--- src/hw/slam_cache_pkg.sv ---
`default_nettype none

package slam_cache_pkg;

  localparam int FXP_W     = 32;
  localparam int FRAC_BITS = 19;
  localparam int NUM_LANES = 4;
  localparam int SEQ_W     = 5;

  // Q12.19 signed word
  typedef logic signed [FXP_W-1:0] fxp_t;

  // lane 0 sits in the low bits
  typedef logic [NUM_LANES*FXP_W-1:0] lane_vec_t;

  typedef logic [SEQ_W-1:0] seq_cnt_t;

  localparam fxp_t FXP_ONE   = 32'sh0008_0000;
  localparam fxp_t NOISE_Q11 = FXP_ONE;  // measurement noise on S diagonal
  localparam fxp_t NOISE_Q22 = FXP_ONE;

  // B cache input modes
  typedef enum logic [3:0] {
    idle      = 4'd0,
    wr_cov_ht = 4'd8,
    wr_h_lv_h = 4'd9,
    wr_inv    = 4'd10,
    wr_chi    = 4'd11,
    wr_nl_prd = 4'd12,
    wr_nl_upd = 4'd15
  } cache_sel_t;

  // innovation covariance reader FSM
  typedef enum logic [1:0] {
    inv_idle,
    inv_read,
    inv_divide
  } inv_state_t;

  localparam int NUM_DIV = 3;

  // 32 magnitude bits plus the 19 bit fraction shift
  localparam int DIV_STEPS = FXP_W + FRAC_BITS;

  localparam int STEP_CNT_W = $clog2(DIV_STEPS);

endpackage

`default_nettype wire

--- src/hw/innov_cov_reader.sv ---
`default_nettype none

module innov_cov_reader import slam_cache_pkg::*; (
  input  wire logic      clk,
  input  wire logic      sys_rst,
  input  wire logic      init_inv,
  input  wire lane_vec_t c_din,
  output logic           div_start,
  output fxp_t           div_dividend [NUM_DIV],
  output fxp_t           div_divisor
);

  inv_state_t state;
  logic [2:0] rd_cnt;

  fxp_t c_lane0;
  fxp_t c_lane1;
  fxp_t s22_in;

  fxp_t s11;
  fxp_t s21;
  fxp_t s22;
  fxp_t p21_21;
  fxp_t p11_22;
  fxp_t det;

  fxp_t                      mul_a;
  fxp_t                      mul_b;
  logic signed [2*FXP_W-1:0] mul_full;
  fxp_t                      mul_c;

  assign c_lane0 = c_din[0 +: FXP_W];
  assign c_lane1 = c_din[FXP_W +: FXP_W];
  assign s22_in  = c_lane1 + NOISE_Q22;

  // shared multiplier, operands registered one cycle ahead
  assign mul_full = mul_a * mul_b;
  assign mul_c    = mul_full[FRAC_BITS +: FXP_W];

  always_ff @(posedge clk) begin
    if (sys_rst) begin
      state     <= inv_idle;
      rd_cnt    <= '0;
      div_start <= 1'b0;
    end else begin
      div_start <= 1'b0;
      case (state)
        inv_idle: begin
          rd_cnt <= '0;
          if (init_inv) begin
            state <= inv_read;
          end
        end
        inv_read: begin
          rd_cnt <= rd_cnt + 3'd1;
          if (rd_cnt == 3'd6) begin  // det is written this cycle
            state <= inv_divide;
          end
        end
        inv_divide: begin
          div_start <= 1'b1;
          state     <= inv_idle;
        end
        default: state <= inv_idle;
      endcase
    end
  end

  // S arrives on the C cache word at fixed offsets from init_inv
  always_ff @(posedge clk) begin
    if (state == inv_read) begin
      case (rd_cnt)
        3'd1: s11 <= c_lane0 + NOISE_Q11;
        3'd2: begin
          s21   <= c_lane1;
          mul_a <= c_lane1;
          mul_b <= c_lane1;
        end
        3'd3: p21_21 <= mul_c;
        3'd4: begin
          s22   <= s22_in;
          mul_a <= s11;
          mul_b <= s22_in;
        end
        3'd5: p11_22 <= mul_c;
        3'd6: det <= p11_22 - p21_21;
        default: ;
      endcase
    end
  end

  // adjugate over det
  always_ff @(posedge clk) begin
    if (state == inv_divide) begin
      div_dividend[0] <= s22;
      div_dividend[1] <= -s21;
      div_dividend[2] <= s11;
      div_divisor     <= det;
    end
  end

  a_init_idle: assert property (@(posedge clk) disable iff (sys_rst)
    init_inv |-> state == inv_idle)
    else $warning("init_inv while the inverse is still being read");

  a_det_nonzero: assert property (@(posedge clk) disable iff (sys_rst)
    div_start |-> div_divisor != '0)
    else $error("singular innovation covariance");

endmodule

`default_nettype wire

--- src/hw/fxp_divider.sv ---
`default_nettype none

module fxp_divider import slam_cache_pkg::*; (
  input  wire logic clk,
  input  wire logic sys_rst,
  input  wire logic start,
  input  wire fxp_t dividend,
  input  wire fxp_t divisor,
  output logic      done,
  output fxp_t      quot
);

  logic [FXP_W-1:0] dvd_mag;
  logic [FXP_W-1:0] dvs_mag;

  logic                  busy;
  logic [STEP_CNT_W-1:0] step_cnt;
  logic                  neg_q;
  logic [FXP_W-1:0]      dvs_q;
  logic [FXP_W-1:0]      rem_q;
  logic [DIV_STEPS-1:0]  num_q;  // numerator shifts out, quotient shifts in

  logic [FXP_W:0]       trial;
  logic                 take;
  logic [FXP_W:0]       rem_next;
  logic [DIV_STEPS-1:0] num_next;

  assign dvd_mag = dividend[FXP_W-1] ? unsigned'(-dividend) : unsigned'(dividend);
  assign dvs_mag = divisor[FXP_W-1] ? unsigned'(-divisor) : unsigned'(divisor);

  // one restoring step
  assign trial    = {rem_q, num_q[DIV_STEPS-1]};
  assign take     = trial >= {1'b0, dvs_q};
  assign rem_next = take ? trial - {1'b0, dvs_q} : trial;
  assign num_next = {num_q[DIV_STEPS-2:0], take};

  always_ff @(posedge clk) begin
    if (sys_rst) begin
      busy     <= 1'b0;
      step_cnt <= '0;
      done     <= 1'b0;
    end else begin
      done <= 1'b0;
      if (start) begin
        busy     <= 1'b1;
        step_cnt <= '0;
      end else if (busy) begin
        step_cnt <= step_cnt + 1'b1;
        if (step_cnt == STEP_CNT_W'(DIV_STEPS - 1)) begin
          busy <= 1'b0;
          done <= 1'b1;
        end
      end
    end
  end

  always_ff @(posedge clk) begin
    if (start) begin
      neg_q <= dividend[FXP_W-1] ^ divisor[FXP_W-1];
      dvs_q <= dvs_mag;
      rem_q <= '0;
      num_q <= {dvd_mag, {FRAC_BITS{1'b0}}};  // |a| * 2^19
    end else if (busy) begin
      rem_q <= rem_next[FXP_W-1:0];
      num_q <= num_next;
      if (step_cnt == STEP_CNT_W'(DIV_STEPS - 1)) begin
        quot <= neg_q ? -fxp_t'(num_next[FXP_W-1:0]) : fxp_t'(num_next[FXP_W-1:0]);
      end
    end
  end

  a_no_restart: assert property (@(posedge clk) disable iff (sys_rst)
    start |-> !busy)
    else $error("divider restarted mid division");

endmodule

`default_nettype wire

--- src/hw/inv_collector.sv ---
`default_nettype none

module inv_collector import slam_cache_pkg::*; (
  input  wire logic               clk,
  input  wire logic               sys_rst,
  input  wire logic [NUM_DIV-1:0] div_done,
  input  wire fxp_t               div_quot [NUM_DIV],
  output fxp_t                    inv_11,
  output fxp_t                    inv_12,
  output fxp_t                    inv_22,
  output logic                    done_inv
);

  fxp_t               inv_q [NUM_DIV];
  logic [NUM_DIV-1:0] got;
  logic [NUM_DIV-1:0] pend_base;
  logic [NUM_DIV-1:0] pend_next;

  // a finished round restarts on its first done
  assign pend_base = (&got) ? '0 : got;
  assign pend_next = pend_base | div_done;

  always_ff @(posedge clk) begin
    if (sys_rst) begin
      got      <= '0;
      done_inv <= 1'b0;
      for (int i = 0; i < NUM_DIV; i++) begin
        inv_q[i] <= '0;
      end
    end else begin
      done_inv <= (|div_done) && (&pend_next);
      if (|div_done) begin
        got <= pend_next;
      end
      for (int i = 0; i < NUM_DIV; i++) begin
        if (div_done[i]) begin
          inv_q[i] <= div_quot[i];
        end
      end
    end
  end

  assign inv_11 = inv_q[0];
  assign inv_12 = inv_q[1];
  assign inv_22 = inv_q[2];

  a_done_pulse: assert property (@(posedge clk) disable iff (sys_rst)
    done_inv |=> !done_inv)
    else $error("done_inv held longer than one cycle");

endmodule

`default_nettype wire

--- src/hw/cache_din_mux.sv ---
`default_nettype none

module cache_din_mux import slam_cache_pkg::*; (
  input  wire logic       clk,
  input  wire logic       sys_rst,
  input  wire cache_sel_t cache_sel,
  input  wire seq_cnt_t   seq_cnt,
  input  wire lane_vec_t  tb_doutb,
  input  wire lane_vec_t  c_din,
  input  wire fxp_t       fxi_13,
  input  wire fxp_t       fxi_23,
  input  wire fxp_t       hxi_11,
  input  wire fxp_t       hxi_12,
  input  wire fxp_t       hxi_21,
  input  wire fxp_t       hxi_22,
  input  wire fxp_t       hz_11,
  input  wire fxp_t       hz_12,
  input  wire fxp_t       hz_21,
  input  wire fxp_t       hz_22,
  input  wire fxp_t       vt_1,
  input  wire fxp_t       vt_2,
  input  wire fxp_t       inv_11,
  input  wire fxp_t       inv_12,
  input  wire fxp_t       inv_22,
  output lane_vec_t       cache_din
);

  fxp_t      lane [NUM_LANES];
  logic      copy_word;
  lane_vec_t din_next;

  always_comb begin
    for (int i = 0; i < NUM_LANES; i++) begin
      lane[i] = '0;
    end
    copy_word = 1'b0;
    case (cache_sel)
      wr_cov_ht, wr_h_lv_h: copy_word = 1'b1;
      wr_nl_prd: begin  // F_xi with identity
        case (seq_cnt)
          5'd1: lane[0] = FXP_ONE;
          5'd3: begin
            lane[0] = fxi_13;
            lane[1] = FXP_ONE;
          end
          5'd4: lane[1] = fxi_23;
          5'd5: lane[2] = FXP_ONE;
          default: ;
        endcase
      end
      wr_nl_upd: begin
        case (seq_cnt)
          5'd1: lane[0] = hxi_11;
          5'd2: begin
            lane[0] = hxi_12;
            lane[1] = hxi_21;
          end
          5'd3: lane[1] = hxi_22;
          5'd4: begin
            lane[0] = hz_11;
            lane[1] = -FXP_ONE;
          end
          5'd5: begin
            lane[0] = hz_12;
            lane[1] = hz_21;
          end
          5'd6: begin
            lane[0] = vt_1;
            lane[1] = hz_22;
          end
          5'd7: lane[0] = vt_2;
          default: ;
        endcase
      end
      wr_inv: begin  // symmetric S inverse
        case (seq_cnt)
          5'd1: lane[0] = inv_11;
          5'd2: begin
            lane[0] = inv_12;
            lane[1] = inv_12;
          end
          5'd3: lane[1] = inv_22;
          default: ;
        endcase
      end
      wr_chi: begin
        if (seq_cnt == 5'd10 || seq_cnt == 5'd12) begin
          lane[0] = c_din[0 +: FXP_W];
        end
      end
      default: ;
    endcase
  end

  always_comb begin
    for (int i = 0; i < NUM_LANES; i++) begin
      din_next[i*FXP_W +: FXP_W] = lane[i];
    end
  end

  always_ff @(posedge clk) begin
    if (sys_rst) begin
      cache_din <= '0;
    end else begin
      cache_din <= copy_word ? tb_doutb : din_next;
    end
  end

endmodule

`default_nettype wire

--- src/hw/slam_cache_din_map.sv ---
`default_nettype none

module slam_cache_din_map import slam_cache_pkg::*; (
  input  wire logic       clk,
  input  wire logic       sys_rst,
  input  wire cache_sel_t cache_sel,
  input  wire seq_cnt_t   seq_cnt,
  input  wire lane_vec_t  tb_doutb,
  input  wire lane_vec_t  c_din,
  input  wire fxp_t       fxi_13,
  input  wire fxp_t       fxi_23,
  input  wire fxp_t       hxi_11,
  input  wire fxp_t       hxi_12,
  input  wire fxp_t       hxi_21,
  input  wire fxp_t       hxi_22,
  input  wire fxp_t       hz_11,
  input  wire fxp_t       hz_12,
  input  wire fxp_t       hz_21,
  input  wire fxp_t       hz_22,
  input  wire fxp_t       vt_1,
  input  wire fxp_t       vt_2,
  input  wire logic       init_inv,
  output logic            done_inv,
  output lane_vec_t       cache_din
);

  logic               div_start;
  fxp_t               div_dividend [NUM_DIV];
  fxp_t               div_divisor;
  logic [NUM_DIV-1:0] div_done;
  fxp_t               div_quot [NUM_DIV];
  fxp_t               inv_11;
  fxp_t               inv_12;
  fxp_t               inv_22;

  innov_cov_reader innov_cov_reader_inst (
    .clk          (clk),
    .sys_rst      (sys_rst),
    .init_inv     (init_inv),
    .c_din        (c_din),
    .div_start    (div_start),
    .div_dividend (div_dividend),
    .div_divisor  (div_divisor)
  );

  // three entries divided in parallel
  for (genvar i = 0; i < NUM_DIV; i++) begin : g_div
    fxp_divider fxp_divider_inst (
      .clk      (clk),
      .sys_rst  (sys_rst),
      .start    (div_start),
      .dividend (div_dividend[i]),
      .divisor  (div_divisor),
      .done     (div_done[i]),
      .quot     (div_quot[i])
    );
  end

  inv_collector inv_collector_inst (
    .clk      (clk),
    .sys_rst  (sys_rst),
    .div_done (div_done),
    .div_quot (div_quot),
    .inv_11   (inv_11),
    .inv_12   (inv_12),
    .inv_22   (inv_22),
    .done_inv (done_inv)
  );

  cache_din_mux cache_din_mux_inst (
    .clk       (clk),
    .sys_rst   (sys_rst),
    .cache_sel (cache_sel),
    .seq_cnt   (seq_cnt),
    .tb_doutb  (tb_doutb),
    .c_din     (c_din),
    .fxi_13    (fxi_13),
    .fxi_23    (fxi_23),
    .hxi_11    (hxi_11),
    .hxi_12    (hxi_12),
    .hxi_21    (hxi_21),
    .hxi_22    (hxi_22),
    .hz_11     (hz_11),
    .hz_12     (hz_12),
    .hz_21     (hz_21),
    .hz_22     (hz_22),
    .vt_1      (vt_1),
    .vt_2      (vt_2),
    .inv_11    (inv_11),
    .inv_12    (inv_12),
    .inv_22    (inv_22),
    .cache_din (cache_din)
  );

endmodule

`default_nettype wire

--- config.mk ---
export PLATFORM = sky130hd
export DESIGN_NAME = slam_cache_din_map
export DESIGN_NICKNAME = d
export VERILOG_FILES = /design/src/hw/slam_cache_pkg.sv /design/src/hw/innov_cov_reader.sv /design/src/hw/fxp_divider.sv /design/src/hw/inv_collector.sv /design/src/hw/cache_din_mux.sv /design/src/hw/slam_cache_din_map.sv
export SDC_FILE = /design/constraint.sdc
export NUM_CORES = 2
export LEC_CHECK = 0
export BUFFER_PORTS_ARGS = -buffer_cell sky130_fd_sc_hd__buf_2
export CAP_MARGIN = 40
export CORE_MARGIN = 2
export CORE_UTILIZATION = 40
export CTS_BUF_LIST = sky130_fd_sc_hd__clkbuf_4
export CTS_CLUSTER_SIZE = 20
export DETAILED_ROUTE_END_ITERATION = 8
export HOLD_SLACK_MARGIN = 0.05
export PLACE_DENSITY = 0.55
export SETUP_SLACK_MARGIN = 0.3
export SLEW_MARGIN = 20
export SYNTH_ARGS = -nofsm -noshare
export SYNTH_HDL_FRONTEND = slang
export SYNTH_SLANG_ARGS = --single-unit
--- constraint.sdc ---
create_clock -name clk -period 10.9 [get_ports clk]
set_clock_uncertainty 0.05 [all_clocks]
set_input_delay 0.545 -clock clk [delete_from_list [all_inputs] [get_ports clk]]
set_output_delay 0.545 -clock clk [all_outputs]
set_load 0.05 [all_outputs]
## Word-level counts from Yosys, hierarchy flattened

Memories as Yosys holds them, arrays and structs flattened.
Index checks and enable logic that the tools add are counted.

- Bits in registers: 926
- RAM bits: 96
- Input bits: 652
- Output and inout port bits: 129
- Logic and storage cells: 199
- Memories kept: 1

Memories:

| name | words | bits a word | rd ports | clocked after memory_dff | write ports | RTL line | text |
|---|---|---|---|---|---|---|---|
| inv_collector_inst.inv_q | 3 | 32 | 3 | 0 | 3 | inv_collector.sv:14 | `fxp_t inv_q [NUM_DIV];` |

- $add $sub $neg: 18
- $mul: 1
- Magnitude comparators: 3
- Equality and inequality tests: 28
- Multiplexer cells: 63
- Bitwise operators: 12
- Reductions and logical operators: 28

Operators with widths:

| kind | number |
|---|---|
| $mux 32 | 13 |
| $pmux 32 s2 | 6 |
| $mux 51 | 6 |
| $neg 32->32 | 8 |
| $pmux 32 s6 | 1 |
| $pmux 32 s5 | 1 |
| $pmux 32 s4 | 1 |
| $sub 32x32->32 | 4 |
| $ge 33x32->1 | 3 |
| $mux 96 | 1 |
| $pmux 32 s3 | 1 |
| $add 32x21->32 const B | 2 |
| $mul 32x32->51 | 1 |
| $mux 20 | 2 |
| $mux 31 | 1 |
| $mux 1 | 25 |
| $eq 4x4->1 const B | 6 |
| $eq 5x3->1 const B | 4 |
| $add 6x1->6 const B | 3 |
| $eq 6x6->1 const B | 3 |
| $reduce_and 2->1 | 8 |
| $reduce_and 3->1 | 5 |
| $reduce_or 3->1 | 4 |
| $eq 5x2->1 const B | 2 |
| other kinds (23) | 42 |

## Longest topological paths before layout

- Depth in word-level cells: 5
- Mapped depth: 29
- Gate-level depth less buffers: 28

## Cells and area by module

Synthesis repeated with hierarchy kept, for this count alone.

- Cells, all modules: 8112
- Area total of the unflattened synthesis: 84372.2 um^2

Modules (own cells, without submodules):

| module | times used | cells an instance | area an instance (um^2) | seq. area each (um^2) |
|---|---|---|---|---|
| innov_cov_reader | 1 | 4159 | 44984.4 | 11651.2 |
| fxp_divider | 3 | 941 | 9211.3 | 4093.9 |
| cache_din_mux | 1 | 902 | 7861.3 | 2562.5 |
| inv_collector | 1 | 228 | 3892.5 | 2962.8 |

## Least setup slack after synthesis

OpenSTA, ideal clock, no wires.

- Path kind: register to register
- Start: reg innov_cov_reader_inst.mul_a[16]
- End: reg innov_cov_reader_inst.p11_22[28] (data pin)
- Library setup time: 0.274 ns
- Arrival: 7.396 ns
- Required time: 10.576 ns
- Path slack: 3.180 ns
- Cell stages (with the launch flop): 28
- Buffers on the path: 1
- Period minus slack after synthesis: 7.720 ns
- Cells stage by stage: edfxtp_1 -> clkbuf_1 -> and2_1 -> fa_1 -> inv_1 -> fa_1 -> fa_1 -> inv_1 -> fa_1 -> inv_1 -> fa_1 -> inv_1 -> fa_1 -> fa_1 -> inv_1 -> fa_1 -> inv_1 -> ha_1 -> nand4_1 -> nor2_1 -> o21ai_0 -> a2111oi_1 -> o211ai_1 -> a211oi_1 -> nor2_1 -> o41ai_2 -> or4b_2 -> nand4b_1

- Word-level cells in the longest chain between the ends: 1

Ends and longest elaborated chain:

| element | RTL line | text |
|---|---|---|
| from (decl) | innov_cov_reader.sv:27 | `fxp_t mul_a;` |
| from (signal assigned) | innov_cov_reader.sv:76 | `mul_a <= c_lane1;` |
| $mul 32x32->51 | innov_cov_reader.sv:37 | `assign mul_full = mul_a * mul_b;` |
| net innov_cov_reader_inst.mul_full[47] | innov_cov_reader.sv:29 | `logic signed [2*FXP_W-1:0] mul_full;` |
| to (signal assigned) | innov_cov_reader.sv:85 | `3'd5: p11_22 <= mul_c;` |
| to (decl) | innov_cov_reader.sv:24 | `fxp_t p11_22;` |

The timed path passes the listed nets, and every way through them passes these cells.
A chain may end at the register's enable or synchronous reset.

## Worst setup path in the final report

- Start: reg innov_cov_reader_inst.mul_a[9]
- End: reg innov_cov_reader_inst.p11_22[31] (data pin)

Same word-level chain as after synthesis.

==> summary.md <==
| Metric | Value |
|---|---|
| TritonCTS clock tree | `done` |
| Required time of the critical path | `11.77 ns` |
| Largest stage delay on the critical path | `0.87 ns` |
| Number of slew-limit violations in the final report | `0` |
| GRT overflow | `0` |
| Clock Path Buffers | `4` |
| Overall global routing resource usage | `30.7%` |
| Pin count of the biggest net entering global routing | `97` |
| Number of H-tree levels | `5` |
| Type of the worst min-delay path | `in -> reg` |
| Global-route wire length before repair | `452000 um` |
| Max-cap violations | `0` |
| Setup TNS Final | `0 ns` |
| Die span in y | `451 um` |
| Top cell by count, worst path | `fa_1` |
| Die boundary width | `451 um` |
| Least-Margin Pin Slew | `1.22 ns` |
| Sequential fraction of design power | `36.1%` |
| RSZ-0062 raised after global routing | `no` |
| Final weighted congestion in routability-driven placement | `1.05` |
| Top flip-flop cell by instance count after synthesis | `edfxtp_1` |
| Clock network fraction of total power | `29.3%` |
| Final Setup Violations | `0` |
| Count of hold-fix buffers inserted at cts | `529` |
| Startpoint of the worst register-to-register path | `innov_cov_reader_inst.mul_a[9]` |
| Quantity of gates resized following cts | `0` |
| WS Path Type | `reg -> reg` |
| Fraction of final layout cells with drive strength greater than 1 | `15.4%` |
| Core ar. | `0.199 mm^2` |
| Number of clock buffers inserted by TritonCTS | `307` |
| Hold violation count in the final report | `0` |
| Number of vias in the routed layout | `65000` |
| Number of antenna violations at the first check in global routing | `101` |
| Arr. time, crit path | `10.23 ns` |
| Post-route standard cell area excluding fillers | `0.0965 mm^2` |
| Power per cell area | `132 mW/mm^2` |
| Outcome | `finished clean` |
| Number of DRC violations after detailed-routing iteration 0 | `5641` |
| Share of total power consumed by net switching | `35.0%` |
| Internal power consumption | `8.31 mW` |
| Yosys warns | `0` |
| Commonest non-fill, non-tap cell in the layout | `inv_1` |
| Critical path launch point type | `register` |
| Number of buffer cells added on primary ports | `716` |
| Placement-stage worst setup slack | `1.60 ns` |
| Sequential fraction of the synthesis area | `34.4%` |
| Cell at the root of the clock tree | `clkbuf_4` |
| Count of filler cells inserted in the layout | `19000` |
| DIE AREA | `0.204 mm^2` |
| Routed wire per std cell | `26.2 um` |
| Syn Inst Count | `7848` |
| VDD IR-drop max | `0.195 mV` |
| Initial Utilization | `40.2%` |
| Slack of the critical path | `1.54 ns` |
| Number of antenna-violating nets in the routed design | `0` |
| Area taken by multi-input logic gates | `0.0475 mm^2` |
| Vias in the first global route | `65300` |
| Area delta synth->final | `20.5%` |
| Worst-path cell with the longest stage delay | `edfxtp_1` |
| Flops & latches, synth | `1022` |
| I/O pin count | `781` |
| Number of clock sinks seen by CTS | `1022` |
| Clock period minus final worst setup slack | `9.36 ns` |
| F_max | `107 MHz` |
| Source of the critical timing path | `innov_cov_reader_inst.mul_a[9]` |
| Clock latency reported for the late side of the worst-skew pair | `1.34 ns` |
| Type of element capturing the critical path | `register` |
| Vias/cell | `5.38` |
| Combinational power share | `34.6%` |
| HPWL after detailed placement | `249000 um` |
| Number of flops mapped to enable cells by yosys | `707` |
| Post-Route WL | `317000 um` |
| Clock transition at the registers of the reported paths | `0.06 ns` |
| Number of cell rows | `164` |
| 1st-pass router iterations | `9` |
| CP max FO | `18` |
| Post-detailed-route DRC marker count | `0` |
| Post-detailed-placement cell area | `0.0871 mm^2` |
| Worst hold path startpoint | `c_din[35]` |
| Nets@finish | `11000` |
| Psw | `4.47 mW` |
| Commonest cells after routing, fill and taps aside | `inv_1 (954), nand2_1 (945), fa_1 (901)` |
| Area of the mapped netlist | `0.0801 mm^2` |
| Net count of the mapped netlist | `9715` |
| Post-CTS setup-driven buffer insertion count | `0` |
| Period utilisation layout | `85.9%` |
| Leakage | `41.4 nW` |
| Mean instance size in the synthesized netlist | `10.2 um^2` |
| Worst relative slew slack | `18.9%` |
| FF+latch area | `0.0275 mm^2` |
| Count of different cell masters after synthesis | `91` |
| Fraction of registers with async set/reset | `0%` |
==> final cells by class <==
class / instances / area share, %
well taps: 2656 / 3.44
clock buffers: 441 / 3.43
multi-input cells: 5445 / 49.2
clock inverters: 83 / 0.509
diodes: 50 / 0.130
repair buffers: 1427 / 11.0
flip-flops and latches: 1022 / 28.5
inverters: 958 / 3.73
==> cell families (layout without fill, tap and decap cells) <==
| family | after synthesis | count (layout) | share of synthesized area, % |
|---|---|---|---|
| other cells | 0 | 50 | 0 |
| mux | 80 | 80 | 1.00 |
| flops | 1022 | 1022 | 34.4 |
| compound gates | 1256 | 1256 | 10.8 |
| xor+xnor | 429 | 429 | 4.69 |
| simple gates | 2465 | 2465 | 15.2 |
| buf+inv | 1381 | 2909 | 6.49 |
| fa+ha+maj | 1215 | 1215 | 27.4 |
==> per-layer routing <==
layer  global-route usage [%]  wire length, um  vias up
li1                         -                -    29100
met1                     36.8           120000    32600
met2                     49.7           149000     2656
met3                     7.10            23800      746
met4                     20.2            24100       34
met5                        0              221        -
==> synthesized netlist by cell type (20+ instances only) <==
cell | count | area, um^2
inv_1 | 955 | 3580
nand2_1 | 945 | 3550
fa_1 | 901 | 18000
edfxtp_1 | 707 | 21200
and2_1 | 627 | 3920
clkbuf_1 | 394 | 1480
nor2_1 | 329 | 1230
dfxtp_1 | 315 | 6310
ha_1 | 314 | 3930
xnor2_1 | 282 | 2470
o21ai_0 | 271 | 1360
a21oi_1 | 217 | 1090
a22oi_1 | 170 | 1280
xor2_1 | 147 | 1290
nor3_1 | 110 | 551
a21o_1 | 93 | 698
nand3_1 | 92 | 460
mux2i_1 | 79 | 791
or3_1 | 62 | 388
nor2b_1 | 57 | 357
a311oi_1 | 55 | 482
o31ai_1 | 55 | 413
nand2b_1 | 53 | 332
a222oi_1 | 44 | 440
a211oi_1 | 41 | 308
nand4_1 | 39 | 244
a22o_1 | 38 | 333
a221oi_1 | 36 | 315
o21a_1 | 36 | 270
or4_1 | 30 | 225
o41ai_1 | 29 | 254
and3_1 | 27 | 169
a31oi_1 | 24 | 150
nor4_1 | 24 | 150
o21ai_1 | 20 | 100
==> power groups by stage <==
| stage | clock [mW] | combinational, mW | sequential [mW] |
|---|---|---|---|
| floorplan | 0 | 2.84 | 4.69 |
| global placement | 0 | 4.18 | 4.70 |
| detailed placement | 0 | 4.27 | 4.70 |
| CTS | 3.84 | 4.43 | 4.61 |
| global route | 4.04 | 4.87 | 4.62 |
| finish | 3.74 | 4.43 | 4.61 |
==> final timing paths <==
| check | end | slack, ns | depth (start not counted) |
|---|---|---|---|
| worst max-delay path | innov_cov_reader_inst.p11_22[31] | 1.54 | 28 |
| worst min-delay path | innov_cov_reader_inst.s21[3] | 0.18 | 2 |
| worst max register to register | innov_cov_reader_inst.p11_22[31] | 1.54 | 28 |
| worst min register to register | innov_cov_reader_inst.div_divisor[21] | 0.33 | 0 |
==> stage by stage <==
stage / hold slack, ns / utilization [%] / total power [mW] / std cells
after floorplan: 0.350 / - / 7.54 / 7848
after global placement: 0.351 / 43.4 / 8.88 / 10900
after detailed placement: 0.355 / 43.7 / 8.96 / 11000
after CTS: 0.0539 / 48.2 / 12.9 / 12000
after global routing: 0.0555 / 48.4 / 13.5 / 12100
final: 0.181 / 48.4 / 12.8 / 12100
==> critical path, delay by kind of cell, from the launching register on <==
family,cells,cell delay (ns)
flops,1,0.87
buf+inv,8,1.07
compound gates,7,1.95
simple gates,3,0.60
fa+ha+maj,9,4.34
xor+xnor,1,0.16
==> flip-flops by register name, summed over array words and instances, names as in the netlist, 96 cells and up <==
signal                              count
cache_din_mux_inst.cache_din          128
g_div.fxp_divider_inst.num_q          153
g_div.fxp_divider_inst.quot            96
g_div.fxp_divider_inst.rem_q           96
innov_cov_reader_inst.div_dividend     96
inv_collector_inst.inv_q               96
(Power assumes the default switching activity.)
